## config.mk

```make
export PLATFORM = sky130hd
export DESIGN_NAME = gambitDecode
export DESIGN_NICKNAME = d
export VERILOG_FILES = /design/src/source/gambitPkg.sv /design/src/source/branchTargetCalc.sv /design/src/source/decodeStage.sv /design/src/source/gambitDecode.sv /design/src/source/instrDecoder.sv
export VERILOG_INCLUDE_DIRS = /design/src /design/src/source
export SDC_FILE = /design/constraint.sdc
export NUM_CORES = 1
export LEC_CHECK = 0
export BUFFER_PORTS_ARGS = -buffer_cell sky130_fd_sc_hd__buf_2
export CORE_MARGIN = 8
export CORE_UTILIZATION = 51
export DETAILED_ROUTE_END_ITERATION = 10
export GPL_TIMING_DRIVEN = 0
export HOLD_SLACK_MARGIN = 0.1
export PLACE_DENSITY = 0.86
export RECOVER_POWER = 100
export SYNTH_ARGS = -nofsm -noshare
export SYNTH_HDL_FRONTEND = slang
export SYNTH_SLANG_ARGS = --single-unit
```

## constraint.sdc

```tcl
create_clock -name clk -period 4.7 [get_ports clk]
set_input_delay 0.235 -clock clk [delete_from_list [all_inputs] [get_ports clk]]
set_output_delay 0.235 -clock clk [all_outputs]
set_load 0.05 [all_outputs]
```

## src/source/gambit_config.svh

```systemverilog
`ifndef GAMBIT_CONFIG_SVH
`define GAMBIT_CONFIG_SVH

// ==========================================================
// datapath widths
// ==========================================================

// full instruction word
`define INSTR_W 52

// opcode field at the bottom of every instruction
`define OPCODE_W 7

// register specifier for rt, ra and rb
`define REG_W 5

// fetch program counter, counts whole instructions
`define PC_W 32

// ==========================================================
// immediate forms
// ==========================================================

`define CONST8_W 8
`define CONST22_W 22
`define CONST35_W 35

// upper bits left idle by the register form
`define REG_SPARE_W (`INSTR_W - `OPCODE_W - 3 * `REG_W - `CONST8_W)

`endif

```

## src/source/gambitPkg.sv

```systemverilog
`include "gambit_config.svh"

package gambitPkg;

	// ==========================================================
	// opcode and memory size encodings
	// ==========================================================

	// one value per major opcode, NOP sits at zero
	typedef enum logic [`OPCODE_W-1:0] {
		NOP = '0,
		MTX, MFX,
		ADDIS, ANDIS, ORIS,
		PERM_3R,
		CSR,
		// alu ops with register, 22 bit and 35 bit operand forms
		ADD_3R, ADD_RI22, ADD_RI35,
		SUB_3R, SUB_RI22, SUB_RI35,
		MUL_3R, MUL_RI22, MUL_RI35,
		AND_3R, AND_RI22, AND_RI35,
		OR_3R, OR_RI22, OR_RI35,
		EOR_3R, EOR_RI22, EOR_RI35,
		BIT_3R, BIT_RI22, BIT_RI35,
		CMP_3R, CMP_RI22, CMP_RI35,
		CMPU_3R, CMPU_RI22, CMPU_RI35,
		// shifts and rotates exist only as 3r
		ASL_3R, ASR_3R, ROL_3R, ROR_3R, LSR_3R,
		// loads and stores, displacement in three sizes
		LD_D8, LD_D22, LD_D35,
		ST_D8, ST_D22, ST_D35,
		LDB_D8, LDB_D22, LDB_D35,
		STB_D8, STB_D22, STB_D35,
		// flow control
		JAL, JAL_RN,
		BRANCH0, BRANCH1
	} opcodeE;

	// access width of a memory op
	typedef enum logic [2:0] {
		SZ_BYTE = 3'd0,
		SZ_WORD = 3'd1
	} memSizeE;

	// ==========================================================
	// instruction word views
	// ==========================================================

	// register form, 8 bit constant between ra and rb
	typedef struct packed {
		logic [`REG_SPARE_W-1:0] spare;
		logic [`REG_W-1:0] rb;
		logic [`CONST8_W-1:0] const8;
		logic [`REG_W-1:0] ra;
		logic [`REG_W-1:0] rt;
		opcodeE opcode;
	} instrRegS;

	// immediate form, the 22 bit constant is the low end of const35
	typedef struct packed {
		logic [`CONST35_W-1:0] const35;
		logic [`REG_W-1:0] ra;
		logic [`REG_W-1:0] rt;
		opcodeE opcode;
	} instrImmS;

	// same 52 bits, read either way
	typedef union packed {
		instrRegS regForm;
		instrImmS immForm;
	} instrU;

	// ==========================================================
	// decoded bundle handed to rename
	// ==========================================================

	typedef struct packed {
		opcodeE opcode;
		logic [`REG_W-1:0] rt;
		logic [`REG_W-1:0] ra;
		logic [`REG_W-1:0] rb;
		// sign extended to the full word
		logic [`INSTR_W-1:0] constVal;
		logic isAlu;
		logic isCmp;
		logic isMem;
		logic isLoad;
		logic isStore;
		logic isFlowCtrl;
		logic isBranch;
		logic isJal;
		logic rfWrite;
		memSizeE memSize;
		logic predictTaken;
		logic [`PC_W-1:0] pc;
		logic [`PC_W-1:0] branchTarget;
	} decodeBusS;

endpackage

```

## src/source/branchTargetCalc.sv

```systemverilog
`include "gambit_config.svh"

module branchTargetCalc (
	input logic [`PC_W-1:0] pc,
	input logic [`INSTR_W-1:0] constVal,
	input logic isBranch,
	output logic [`PC_W-1:0] branchTarget
);

	// ==========================================================
	// target adder
	// ==========================================================

	// amount added to the pc
	logic [`PC_W-1:0] offset;

	// branches jump by the displacement
	// everything else falls through to the next instruction
	always_comb
	begin
		if (isBranch)
		begin
			// upper constant bits drop out, sum wraps at PC_W
			offset = constVal[`PC_W-1:0];
		end
		else
		begin
			offset = `PC_W'(1);
		end
	end

	// one shared adder for both cases
	// the fall-through value lets later stages check a wrong prediction
	assign branchTarget = pc + offset;

endmodule

```

## src/source/decodeStage.sv

```systemverilog
`include "gambit_config.svh"

module decodeStage (
	input logic clk,
	input logic rst,
	input logic flush,
	input logic instrValid,
	input gambitPkg::instrU instr,
	input logic [`PC_W-1:0] pc,
	input logic predictTaken,
	output logic decValid,
	output gambitPkg::decodeBusS decOut
);
	import gambitPkg::*;

	// raw decoder output, no pc yet
	decodeBusS decBus;
	// decoder output with pc and target folded in
	decodeBusS fullBus;
	logic [`PC_W-1:0] target;
	// strobe that survives a flush
	logic accept;

	instrDecoder i_instrDecoder (
		.instr(instr),
		.predictTaken(predictTaken),
		.bus(decBus)
	);

	branchTargetCalc i_branchTargetCalc (
		.pc(pc),
		.constVal(decBus.constVal),
		.isBranch(decBus.isBranch),
		.branchTarget(target)
	);

	always_comb
	begin
		fullBus = decBus;
		fullBus.pc = pc;
		fullBus.branchTarget = target;
	end

	// flush wins over a new strobe
	assign accept = instrValid && !flush;

	// ==========================================================
	// output register
	// ==========================================================

	always_ff @(posedge clk)
	begin
		if (rst)
		begin
			decValid <= 1'b0;
			decOut <= '0;
		end
		else
		begin
			// valid for one cycle per accepted strobe
			decValid <= accept;
			// data holds between strobes
			if (accept)
				decOut <= fullBus;
		end
	end

endmodule

```

## src/source/gambitDecode.sv

```systemverilog
`include "gambit_config.svh"

module gambitDecode (
	input logic clk,
	input logic rst,
	// kills the instruction in flight
	input logic flush,
	// fetch side, one word per strobe
	input logic instrValid,
	input gambitPkg::instrU instr,
	input logic [`PC_W-1:0] pc,
	input logic predictTaken,
	// decoded result, one cycle later
	output logic decValid,
	output gambitPkg::decodeBusS decOut
);

	// ==========================================================
	// decode pipeline stage
	// ==========================================================

	decodeStage i_decodeStage (
		.clk(clk),
		.rst(rst),
		.flush(flush),
		.instrValid(instrValid),
		.instr(instr),
		.pc(pc),
		.predictTaken(predictTaken),
		.decValid(decValid),
		.decOut(decOut)
	);

endmodule

```

## src/source/instrDecoder.sv

```systemverilog
`include "gambit_config.svh"

module instrDecoder (
	input gambitPkg::instrU instr,
	input logic predictTaken,
	output gambitPkg::decodeBusS bus
);
	import gambitPkg::*;

	// opcode of the word being decoded
	opcodeE op;
	// constant bits, widest view
	logic [`CONST35_W-1:0] immBits;

	assign op = instr.regForm.opcode;
	assign immBits = instr.immForm.const35;

	// ==========================================================
	// opcode classification
	// ==========================================================

	function automatic logic opIsAlu(input opcodeE opc);
		case (opc)
			MTX, MFX, ADDIS, ANDIS, ORIS, PERM_3R, CSR,
			ADD_3R, ADD_RI22, ADD_RI35, SUB_3R, SUB_RI22, SUB_RI35,
			MUL_3R, MUL_RI22, MUL_RI35, AND_3R, AND_RI22, AND_RI35,
			OR_3R, OR_RI22, OR_RI35, EOR_3R, EOR_RI22, EOR_RI35,
			ASL_3R, ASR_3R, ROL_3R, ROR_3R, LSR_3R,
			BIT_3R, BIT_RI22, BIT_RI35, CMP_3R, CMP_RI22, CMP_RI35,
			CMPU_3R, CMPU_RI22, CMPU_RI35:
				return 1'b1;
			default:
				return 1'b0;
		endcase
	endfunction

	// 8 bit constant, all 3r ops and short displacements
	function automatic logic opHasConst8(input opcodeE opc);
		case (opc)
			ADD_3R, SUB_3R, MUL_3R, AND_3R, OR_3R, EOR_3R,
			BIT_3R, CMP_3R, CMPU_3R, PERM_3R,
			ASL_3R, ASR_3R, ROL_3R, ROR_3R, LSR_3R,
			LD_D8, ST_D8, LDB_D8, STB_D8:
				return 1'b1;
			default:
				return 1'b0;
		endcase
	endfunction

	function automatic logic opHasConst22(input opcodeE opc);
		case (opc)
			ADD_RI22, SUB_RI22, MUL_RI22, AND_RI22, OR_RI22, EOR_RI22,
			BIT_RI22, CMP_RI22, CMPU_RI22,
			LD_D22, ST_D22, LDB_D22, STB_D22:
				return 1'b1;
			default:
				return 1'b0;
		endcase
	endfunction

	function automatic logic opIsCmp(input opcodeE opc);
		case (opc)
			CMP_3R, CMP_RI22, CMP_RI35, CMPU_3R, CMPU_RI22, CMPU_RI35:
				return 1'b1;
			default:
				return 1'b0;
		endcase
	endfunction

	function automatic logic opIsLoad(input opcodeE opc);
		case (opc)
			LD_D8, LD_D22, LD_D35, LDB_D8, LDB_D22, LDB_D35:
				return 1'b1;
			default:
				return 1'b0;
		endcase
	endfunction

	function automatic logic opIsStore(input opcodeE opc);
		case (opc)
			ST_D8, ST_D22, ST_D35, STB_D8, STB_D22, STB_D35:
				return 1'b1;
			default:
				return 1'b0;
		endcase
	endfunction

	// any load or store goes to the memory queue
	function automatic logic opIsMem(input opcodeE opc);
		return opIsLoad(opc) || opIsStore(opc);
	endfunction

	function automatic memSizeE opMemSize(input opcodeE opc);
		case (opc)
			LDB_D8, LDB_D22, LDB_D35, STB_D8, STB_D22, STB_D35:
				return SZ_BYTE;
			default:
				return SZ_WORD;
		endcase
	endfunction

	function automatic logic opIsFlowCtrl(input opcodeE opc);
		case (opc)
			JAL, JAL_RN, BRANCH0, BRANCH1:
				return 1'b1;
			default:
				return 1'b0;
		endcase
	endfunction

	// predictable branches only, jumps resolve elsewhere
	function automatic logic opIsBranch(input opcodeE opc);
		case (opc)
			BRANCH0, BRANCH1:
				return 1'b1;
			default:
				return 1'b0;
		endcase
	endfunction

	// jump and link is known from the opcode alone
	function automatic logic opIsJal(input opcodeE opc);
		case (opc)
			JAL, JAL_RN:
				return 1'b1;
			default:
				return 1'b0;
		endcase
	endfunction

	// nop, branches and stores leave the register file alone
	function automatic logic opRfWrite(input opcodeE opc);
		case (opc)
			NOP, BRANCH0, BRANCH1,
			ST_D8, ST_D22, ST_D35, STB_D8, STB_D22, STB_D35:
				return 1'b0;
			default:
				return 1'b1;
		endcase
	endfunction

	// ==========================================================
	// bundle assembly
	// ==========================================================

	always_comb
	begin
		// pc and branchTarget stay zero here, merged in by the stage
		bus = '0;
		bus.opcode = op;
		bus.rt = instr.regForm.rt;
		bus.ra = instr.regForm.ra;
		bus.rb = instr.regForm.rb;
		// pick the constant width, then sign extend
		if (opHasConst8(op))
			bus.constVal = {{(`INSTR_W - `CONST8_W){immBits[`CONST8_W-1]}},
				immBits[`CONST8_W-1:0]};
		else if (opHasConst22(op))
			bus.constVal = {{(`INSTR_W - `CONST22_W){immBits[`CONST22_W-1]}},
				immBits[`CONST22_W-1:0]};
		else
			bus.constVal = {{(`INSTR_W - `CONST35_W){immBits[`CONST35_W-1]}}, immBits};
		bus.isAlu = opIsAlu(op);
		bus.isCmp = opIsCmp(op);
		bus.isMem = opIsMem(op);
		bus.isLoad = opIsLoad(op);
		bus.isStore = opIsStore(op);
		bus.isFlowCtrl = opIsFlowCtrl(op);
		bus.isBranch = opIsBranch(op);
		bus.isJal = opIsJal(op);
		bus.rfWrite = opRfWrite(op);
		bus.memSize = opMemSize(op);
		// prediction from fetch rides along untouched
		bus.predictTaken = predictTaken;
	end

endmodule

```

Word-level counts from Yosys, hierarchy flattened
Memories as Yosys holds them, arrays and structs flattened.
Index checks and enable logic that the tools add are counted.

cells by class
  add/sub/neg operators = 1
  equality and inequality tests = 22
  mux-type cells = 15
  reduce and logical (&&, ||, !) cells = 12

operators with widths
  cell                                                  number
  equality test 7 x 6 -> 1 bit (second input constant)  19
  2-to-1 mux 52 bit                                     2
  adder 32 bit                                          1
  2-to-1 mux 32 bit                                     1
  OR reduction 6 bit                                    4
  equality test 7 x 5 -> 1 bit (second input constant)  3
  2-to-1 mux 1 bit                                      12
  OR reduction 9 bit                                    1
  logical NOT 7 bit                                     1
  OR reduction 2 bit                                    2
  OR reduction 4 bit                                    1
  logical AND 1 bit                                     1
  logical NOT 1 bit                                     1
  logical OR 1 bit                                      1

word-level totals
  register bits = 152
  bits in read-only memories = 192
  input bits = 89
  output and inout bits = 152
  word-level logic and storage cells = 72
  memories kept = 3

memory list
  memory           words  width  read ports  clocked after Yosys merged registers in  write ports  line                text
  (no name shown)  64     1      1           0                                        0            instrDecoder.sv:39  case (opc)
  (no name shown)  64     1      1           0                                        0            instrDecoder.sv:51  case (opc)
  (no name shown)  64     1      1           0                                        0            instrDecoder.sv:23  case (opc)

Longest topological paths before layout
Gate-level depths: netlist (run 1).
An unclocked memory read counts as a cell.

  depth in word-level cells = 7
  depth in mapped cells = 21
  mapped depth without buffers = 18

Cells and area by module
From an unflattened synthesis (run 1), not the netlist that was laid out.

second synthesis, totals
  cell total of the unflattened synthesis = 1218
  area total of the unflattened synthesis = 10959.3 um2

modules (own cells, without submodules)
  module            times used  cells an instance  area an instance (um2)  sequential area each (um2)
  decodeStage       1           691                7263.2                  3042.9
  branchTargetCalc  1           299                2039.5                  0.0
  instrDecoder      1           228                1656.6                  0.0

Worst setup path after synthesis (run 1)
No wires, ideal clock.

  path type = input-to-reg
  from = in instr[0] (netlist bit)
  to = reg, netlist name i_decodeStage.decOut[30]
  library setup time = 0.117 ns
  data arrival time = 3.913 ns
  data required time = 4.583 ns
  setup slack = 0.670 ns
  stages = 17
  buffers on the path = 1
  cells stage by stage = inv_1 ha_1 o211a_1 o31ai_2 nand2_2 nor2_1 buf_4 nor3_1 ha_1 a21o_1 a21oi_2 nor2_1 or4_4 a2111oi_4 o31ai_1 xor2_1 a22o_1

between the ends
  word-level cells in the longest chain between the ends = 7
  elaborated cells on any way between the ends = 13
  those cells by class = 1 x add/sub; 2 x eq/ne; 7 x mux; 1 x reduce/logical; 2 x memory

RTL lines
  item                   line                    text
  start, declared        gambitDecode.sv:10      input gambitPkg::instrU instr,
  memory (64 x 1 bit)    --
  2-to-1 mux 1 bit       instrDecoder.sv:51
  2-to-1 mux 1 bit       instrDecoder.sv:155     if (opHasConst8(op))
  2-to-1 mux 52 bit      instrDecoder.sv:158     else if (opHasConst22(op))
  2-to-1 mux 52 bit      instrDecoder.sv:155
  2-to-1 mux 32 bit (*)  branchTargetCalc.sv:21  if (isBranch)
  adder 32 bit (*)       branchTargetCalc.sv:34  assign branchTarget = pc + offset;

Mark *: on every way between the ends. The rest lies on a longest branch, timed or not. The select of a mux whose other input is x is not followed.
A chain may end at the register's enable or synchronous reset.

Final worst setup path (run 1)
  from = in instr[0] (netlist bit)
  to = reg, netlist name i_decodeStage.decOut[30]

between the ends
  word-level cells in the longest chain between the ends = 7
  elaborated cells on any way between the ends = 13
  those cells by class = 1 x add/sub; 2 x eq/ne; 7 x mux; 1 x reduce/logical; 2 x memory

RTL lines
  item                   line
  memory (64 x 1 bit)    --
  2-to-1 mux 1 bit       instrDecoder.sv:51
  2-to-1 mux 1 bit       instrDecoder.sv:155
  2-to-1 mux 52 bit      instrDecoder.sv:158
  2-to-1 mux 52 bit      instrDecoder.sv:155
  2-to-1 mux 32 bit (*)  branchTargetCalc.sv:21
  adder 32 bit (*)       branchTargetCalc.sv:34

Marks and branches as above.

==> results of run 1 <==
-- area by class of cell --
type                    count  area (µm²)  share of cell area (%)
multi-input cells         700        3939                   41.96
plain buffers              79       402.9                   4.292
clock inverters             5       30.03                  0.3199
clock buffers              22       474.2                   5.052
well taps                 180       225.2                   2.399
flip-flops and latches    133        2663                   28.37
repair buffers            294        1574                   16.77
inverters                  21       78.83                  0.8398
-- how the worst min path moves through the flow --
stage                                         from  depth (start not counted)                         to  slack [ns]
final                                    instr[28]                          3  i_decodeStage.decOut[132]        0.12
after global routing                     instr[28]                          3  i_decodeStage.decOut[132]        0.12
after CTS                                instr[28]                          3  i_decodeStage.decOut[132]        0.10
after detailed placement  i_decodeStage.decOut[55]                          2   i_decodeStage.decOut[55]        0.44
after global placement     i_decodeStage.decOut[2]                          2    i_decodeStage.decOut[2]        0.43
after floorplan                          instr[25]                          2  i_decodeStage.decOut[129]        0.37
-- timing repair --
action,in CTS,in global routing
hold buffers,58,0
endpoints found under the hold margin,58,0
setup endpoints to repair,0,0
-- per-stage QoR --
stage	hold WS (ns)	instances	utilization, %	setup slack [ns]	setup TNS [ns]
final	0.1221	1434	68.42	0.2758	0
after global routing	0.1221	1434	68.42	0.01287	0
after CTS	0.1047	1434	69.97	0.3256	0
after detailed placement	0.4431	1349	62.06	-0.04233	-0.04233
after global placement	0.4349	1349	62.06	0.05191	0
after floorplan	0.3710	933	-	0.6703	0
-- synth_stat cells (21+ instances only) --
cell,number
o21ai_0,21
nand3_1,24
inv_1,21
nor3_1,36
nand2_1,180
ha_1,35
nor2_1,83
a211oi_1,24
a21oi_1,137
dfxtp_1,133
clkbuf_1,47
buf_4,23
-- cells in the final DEF, fill, tap and decap left out, drive strengths merged, types with 25 or more instances in the layout --
cell type / instances
buf: 117
dfxtp: 133
a211oi: 25
nor2: 83
a21oi: 147
clkbuf: 220
ha: 35
nor3: 36
dlygate4sd3: 58
nand2: 181
-- sequential cells by signal (all words and copies together) (netlist names) --
register,flops
i_decodeStage.decOut,132
i_decodeStage.decValid,1
-- per-layer routing --
metal,GRT usage (%),routed length (µm)
met4,17.84,1510
met5,0,0
met2,48.76,12850
met3,9.387,2631
met1,32.74,10340
-- logic make-up (layout without fill, tap and decap cells) --
group                    Yosys count  in the layout  share of synthesized area [%]
AND/OR/NAND/NOR                  389            389                          24.57
AO/OA/AOI/OAI                    262            262                          23.30
flip-flops                       133            133                          37.48
buffers and inverters            100            421                          6.781
adder cells (fa/ha/maj)           36             36                          6.446
XOR/XNOR                          10             10                          1.233
other                              1              2                        0.05278
multiplexers                       1              1                         0.1409
-- worst max-delay path, delay by kind of cell --
| family | cells | cell delay [ns] |
|---|---|---|
| buf+inv | 4 | 0.66 |
| xor+xnor | 1 | 0.19 |
| fa+ha+maj | 2 | 0.52 |
| simple gates | 6 | 1.57 |
| compound gates | 6 | 1.41 |
| mux | 1 | 0.11 |
-- power breakdown --
part,switching (mW),internal (mW),total [mW]
logic,0.517,0.197,0.714
clock network,0.485,0.696,1.18
registers,0.0334,1.19,1.22
==> impl_metrics.csv, run 1 <==
group,metric,value,unit
clocking,cts_resized,0,
global_routing,track_usage,29.55,%
critical_path,r2r-start,"i_decodeStage.decOut[127]",
sta,max_slew_margin,40.33,%
detailed_routing,dr_total_vias,8275,
detailed_routing,wl_per_cell,19.06,µm
yosys,synth_flop_cell,"dfxtp_1",
yosys,yosys.area.top_type_share,37.48,%
sta,rsz0062_at_grt,"no",
critical_path,crit_end,"i_decodeStage.decOut[30]",
yosys,synth_cell_types,71,
sta,tightest_slew,0.8951,ns
yosys,synth_area_leader_cell,"dfxtp_1",
finish,drive_gt1_share,12.84,%
yosys,synth_seq_cells,133,
floorplanning,die_h,134.0,µm
critical_path,reg2reg_slack,3.70,ns
worst_hold_path,worst_hold_path_type,"in2reg",
critical_path,worstPathCellList,"buf_2 > inv_1 > ha_1 > buf_2 > mux2i_1 > nor2b_1 > o31ai_2 > nand2_2 > nor2_1 > buf_4 > nor3_1 > ha_1 > a21o_1 > a21oi_2 > nor2_1 > or4_4 > a2111oi_4 > o31ai_1 > xor2_1 > a22o_1",
sta,hold_viol_final,0,
yosys,synth.area.top_cells,"dfxtp_1, a21oi_1, nand2_1",
floorplanning,initial_core_util,51.78,%
clocking,cts.sinks,133,
detailed_routing,drt_pass1_iterations,8,
critical_path,arrival,4.74,ns
critical_path,cpPeakStageDelay,0.55,ns
critical_path,cp_slowest_cell,"or4_4",
clocking,cts_buffers,17,
finish,area_growth,32.12,%
sta,drv_slew,0,
yosys,synth_edf_count,0,
floorplanning,coreArea,13720,µm²
clocking,path_clk_slew,0.05,ns
detailed_routing,routed_via_density,5.771,
placement,io_buffers,236,
power,peakVddDrop,0.2496,mV
sta,setup_viol,0,
clocking,clk_latency,0.43,ns
sta,post-route-period-util,94.13,%
critical_path,cp.required,5.01,ns
critical_path,crit_start,"instr[0]",
global_routing,grt_pass1_wl,42030,µm
detailed_routing,drtIter0Drc,824,
power,p_per_area,331.9,nW/µm²
critical_path,r2r-end,"i_decodeStage.decOut[127]",
global_routing,grt_pass1_vias,7983,
placement,dp_hpwl,19150,µm
sta,fin_crit,4.424,ns
floorplanning,die_area,17960,µm²
yosys,syn_area,7104,µm²
placement,placed_area,8514,µm²
detailed_routing,post-route-drc-count,0,
clocking,clockBufferDepth,2,
critical_path,path_class,"in2reg",
clocking,cts-root-buf,"clkbuf_16",
critical_path,reg2reg_depth,2,
global_routing,grt_start_max_net_pins,20,
yosys,synth_async_sr_flop_share,0,%
finish,final_nets,1371,
detailed_routing,ant_nets,0,
global_routing,antenna_found_initial,0,
outcome,outcome,"finished clean",
yosys,syn_area_per_cell,7.623,µm²
power,leakage,3.793,nW
yosys,yosysSeqAreaShare,37.48,%
placement,gp_congestion,0.9554,
critical_path,crit_path_end_kind,"register",
floorplanning,die_x,134.0,µm
critical_path,crit_fanout,10,
finish,finalInstanceArea,9387,µm²
finish,diodes,0,
sta,skew,0,ns
critical_path,startpoint_type,"primary input",
detailed_routing,routed_wl,27340,µm
power,total_power,3.115,mW
yosys,synthCells,932,
global_routing,grt_overflow,0,
finish,nFillCells,1196,
clocking,htreeDepth,4,
floorplanning,row_count,43,
yosys,yosysWarnings,0,
run,max-cap-violations,0,
sta,max_freq,226.0,MHz
floorplanning,pin_count,241,
clocking,cts_tree,"built",
clocking,cts_setup_buffers,0,
No activity file was read; power rests on OpenSTA's default activity.
==> run 2: changes to the inputs <==
--- a/config.mk
+++ b/config.mk
@@ -12,7 +12,7 @@
 export DETAILED_ROUTE_END_ITERATION = 10
 export GPL_TIMING_DRIVEN = 0
 export HOLD_SLACK_MARGIN = 0.1
-export PLACE_DENSITY = 0.86
+export PLACE_DENSITY = 0.91
 export RECOVER_POWER = 100
 export SYNTH_ARGS = -nofsm -noshare
 export SYNTH_HDL_FRONTEND = slang
==> run 2 against run 1 <==
Count of clock-buffer cells in the layout shrank 2. Die area is the same. Largest power group is now the clock network. Via count grew 0.95%. Critical path depth shrank 2. Sequential share of layout area shrank 0.48 points. Sequential power is essentially flat. Non-clock buffer count grew 2. Maximum frequency shrank 0.59%.
==> impl_metrics.csv, run 2 (same netlist as run 1, synthesis figures left out) <==
group,metric,value,unit
critical_path,r2r-start,"i_decodeStage.decOut[127]",
sta,max_slew_margin,45.98,%
critical_path,r2r-end,"i_decodeStage.decOut[127]",
sta,post-route-period-util,94.69,%
critical_path,startpoint_type,"primary input",
global_routing,grt_pass1_vias,8199,
power,clkPwrFrac,43.2,%
global_routing,grt_start_max_net_pins,20,
placement,dp_hpwl,19210,µm
floorplanning,die_h,134.0,µm
critical_path,reg2reg_depth,2,
sta,tightest_slew,0.8103,ns
detailed_routing,wl_per_cell,19.27,µm
detailed_routing,routed_via_density,5.789,
detailed_routing,dr_total_vias,8354,
power,switching_share,31.84,%
outcome,outcome,"finished clean",
critical_path,crit_path_end_kind,"register",
worst_hold_path,min_path_cells,3,
global_routing,antenna_found_initial,2,
finish,final_nets,1373,
finish,top_register,"i_decodeStage.decOut",
critical_path,reg2reg_slack,3.70,ns
critical_path,worstPathCellList,"dlygate4sd3_1 > buf_2 > inv_1 > a31oi_1 > nand2_2 > nor2_1 > buf_2 > a21oi_1 > nor2_1 > ha_1 > buf_2 > nand3_1 > or2_2 > o31ai_1 > a21oi_2 > o211a_1 > a211o_1 > o211ai_1",
floorplanning,initial_core_util,51.78,%
power,power.internal,2.326,mW
finish,largest_reg_flops,132,
clocking,path_clk_slew,0.06,ns
sta,max_freq,224.7,MHz
sta,hold_viol_final,0,
floorplanning,row_count,43,
power,power.switching,1.087,mW
clocking,cts_buffers,17,
worst_hold_path,hp-start,"instr[5]",
critical_path,path_class,"in2reg",
clocking,cts_tree,"built",
power,total_power,3.413,mW
floorplanning,die_area,17960,µm²
critical_path,path_buf_inv,5,
finish,top_regs,"i_decodeStage.decOut (132), i_decodeStage.decValid (1)",
placement,gp_congestion,0.9541,
sta,setup_viol,0,
clocking,clk_latency,0.44,ns
floorplanning,coreArea,13720,µm²
clocking,clockBufferDepth,2,
global_routing,grt_pass1_wl,42200,µm
placement,placed_area,8514,µm²
critical_path,crit_top_cell,"buf_2",
critical_path,cp_slowest_cell,"o31ai_1",
power,pwr-share-comb,21.0,%
placement,io_buffers,236,
worst_hold_path,worst_hold_path_type,"in2reg",
worst_hold_path,holdPathEnd,"i_decodeStage.decOut[149]",
finish,area_growth,34.40,%
critical_path,crit_family,"compound AO/OA/AOI/OAI gates",
power,leakage,3.862,nW
finish,drive_gt1_share,13.08,%
finish,finalInstanceArea,9548,µm²
global_routing,grt_overflow,0,
floorplanning,die_x,134.0,µm
clocking,cts-root-buf,"clkbuf_16",
sta,fin_crit,4.451,ns
detailed_routing,post-route-drc-count,0,
detailed_routing,drtIter0Drc,982,
clocking,htreeDepth,4,
sta,rsz0062_at_grt,"no",
finish,nFillCells,1129,
power,pwr-share-seq,35.8,%
power,p_per_area,357.5,nW/µm²
finish,layout_common_cells,"clkbuf_1, nand2_1, a21oi_1, dfxtp_1, buf_2",
run,max-cap-violations,0,
critical_path,cpPeakStageDelay,0.53,ns
global_routing,track_usage,29.85,%
critical_path,arrival,4.80,ns
detailed_routing,ant_nets,0,
sta,skew,0,ns
critical_path,crit_fanout,10,
sta,drv_slew,0,
critical_path,cp.required,5.05,ns
power,peakVddDrop,0.2475,mV
finish,final_common_cell,"clkbuf_1",
detailed_routing,drt_pass1_iterations,9,
floorplanning,pin_count,241,
sta,hold_slack,0.1393,ns
clocking,cts.sinks,133,
finish,final_util,69.59,%
detailed_routing,routed_wl,27800,µm
[run 2: cell count changes in the layout (fill, tap and decap cells not counted), moves of 2 or more]
cell | previous run | this run
dlygate4sd3_1 | 58 | 60
diode_2 | 0 | 2
clkbuf_8 | 3 | 0
bufinv_16 | 0 | 5
clkinv_4 | 0 | 3
[run 2: layer usage]
metal  up-vias  wire length [µm]  GRT usage [%]
met2       515             13000          49.37
met1      3835             10320          32.62
met4         0              1609          19.71
li1       3871                 -              -
met3       133              2879          9.050
met5         -                 0              0
[run 2: worst max path at each step]
stage                        start                        to  slack [ns]  depth (start not counted)
final                     instr[4]  i_decodeStage.decOut[29]        0.25                         18
after global routing      instr[0]  i_decodeStage.decOut[29]        0.05                         20
after CTS                 instr[0]  i_decodeStage.decOut[30]        0.31                         20
after detailed placement  instr[0]  i_decodeStage.decOut[30]       -0.10                         20
after global placement    instr[0]  i_decodeStage.decOut[30]        0.02                         20
after floorplan           instr[0]  i_decodeStage.decOut[30]        0.67                         17
[run 2: cell type report]
type,count,area (µm²),area share [%]
inverters,21,78.83,0.8256
well taps,180,225.2,2.359
multi-input cells,700,3944,41.31
clock inverters,12,202.7,2.123
clock buffers,20,436.7,4.573
repair buffers,296,1594,16.70
flip-flops and latches,133,2663,27.89
plain buffers,79,399.1,4.180
diodes,2,5.005,0.05242
[run 2: timing repair]
item                                    CTS  global route
gates resized for setup                   0             1
buffers inserted                          0             0
endpoints found under the hold margin    60             0
hold buffers                             60             0
endpoints found under the setup margin    0             1
[run 2: power by group through the flow]
stage / Combinational [mW] / Clock [mW] / Sequential (mW)
after floorplan: 0.279 / 0 / 1.44
after global placement: 0.672 / 0 / 1.24
after detailed placement: 0.680 / 0 / 1.24
after CTS: 0.723 / 1.47 / 1.22
after global routing: 0.758 / 1.53 / 1.23
final: 0.717 / 1.48 / 1.22
[run 2: tightest hold or removal path: cells and delay by family]
| family | cells | cell delay, ns |
|---|---|---|
| buffers and inverters | 1 | 0.17 |
| AND/OR/NAND/NOR | 1 | 0.08 |
| AO/OA/AOI/OAI | 1 | 0.05 |
[run 2: metrics by stage]
stage | setup TNS [ns] | instances | setup slack (ns)
global route | 0 | 1443 | 0.05269
floorplan | 0 | 933 | 0.6703
finish | 0 | 1443 | 0.2494
detailed placement | -0.1034 | 1349 | -0.1034
CTS | 0 | 1441 | 0.3135
global placement | 0 | 1349 | 0.02325
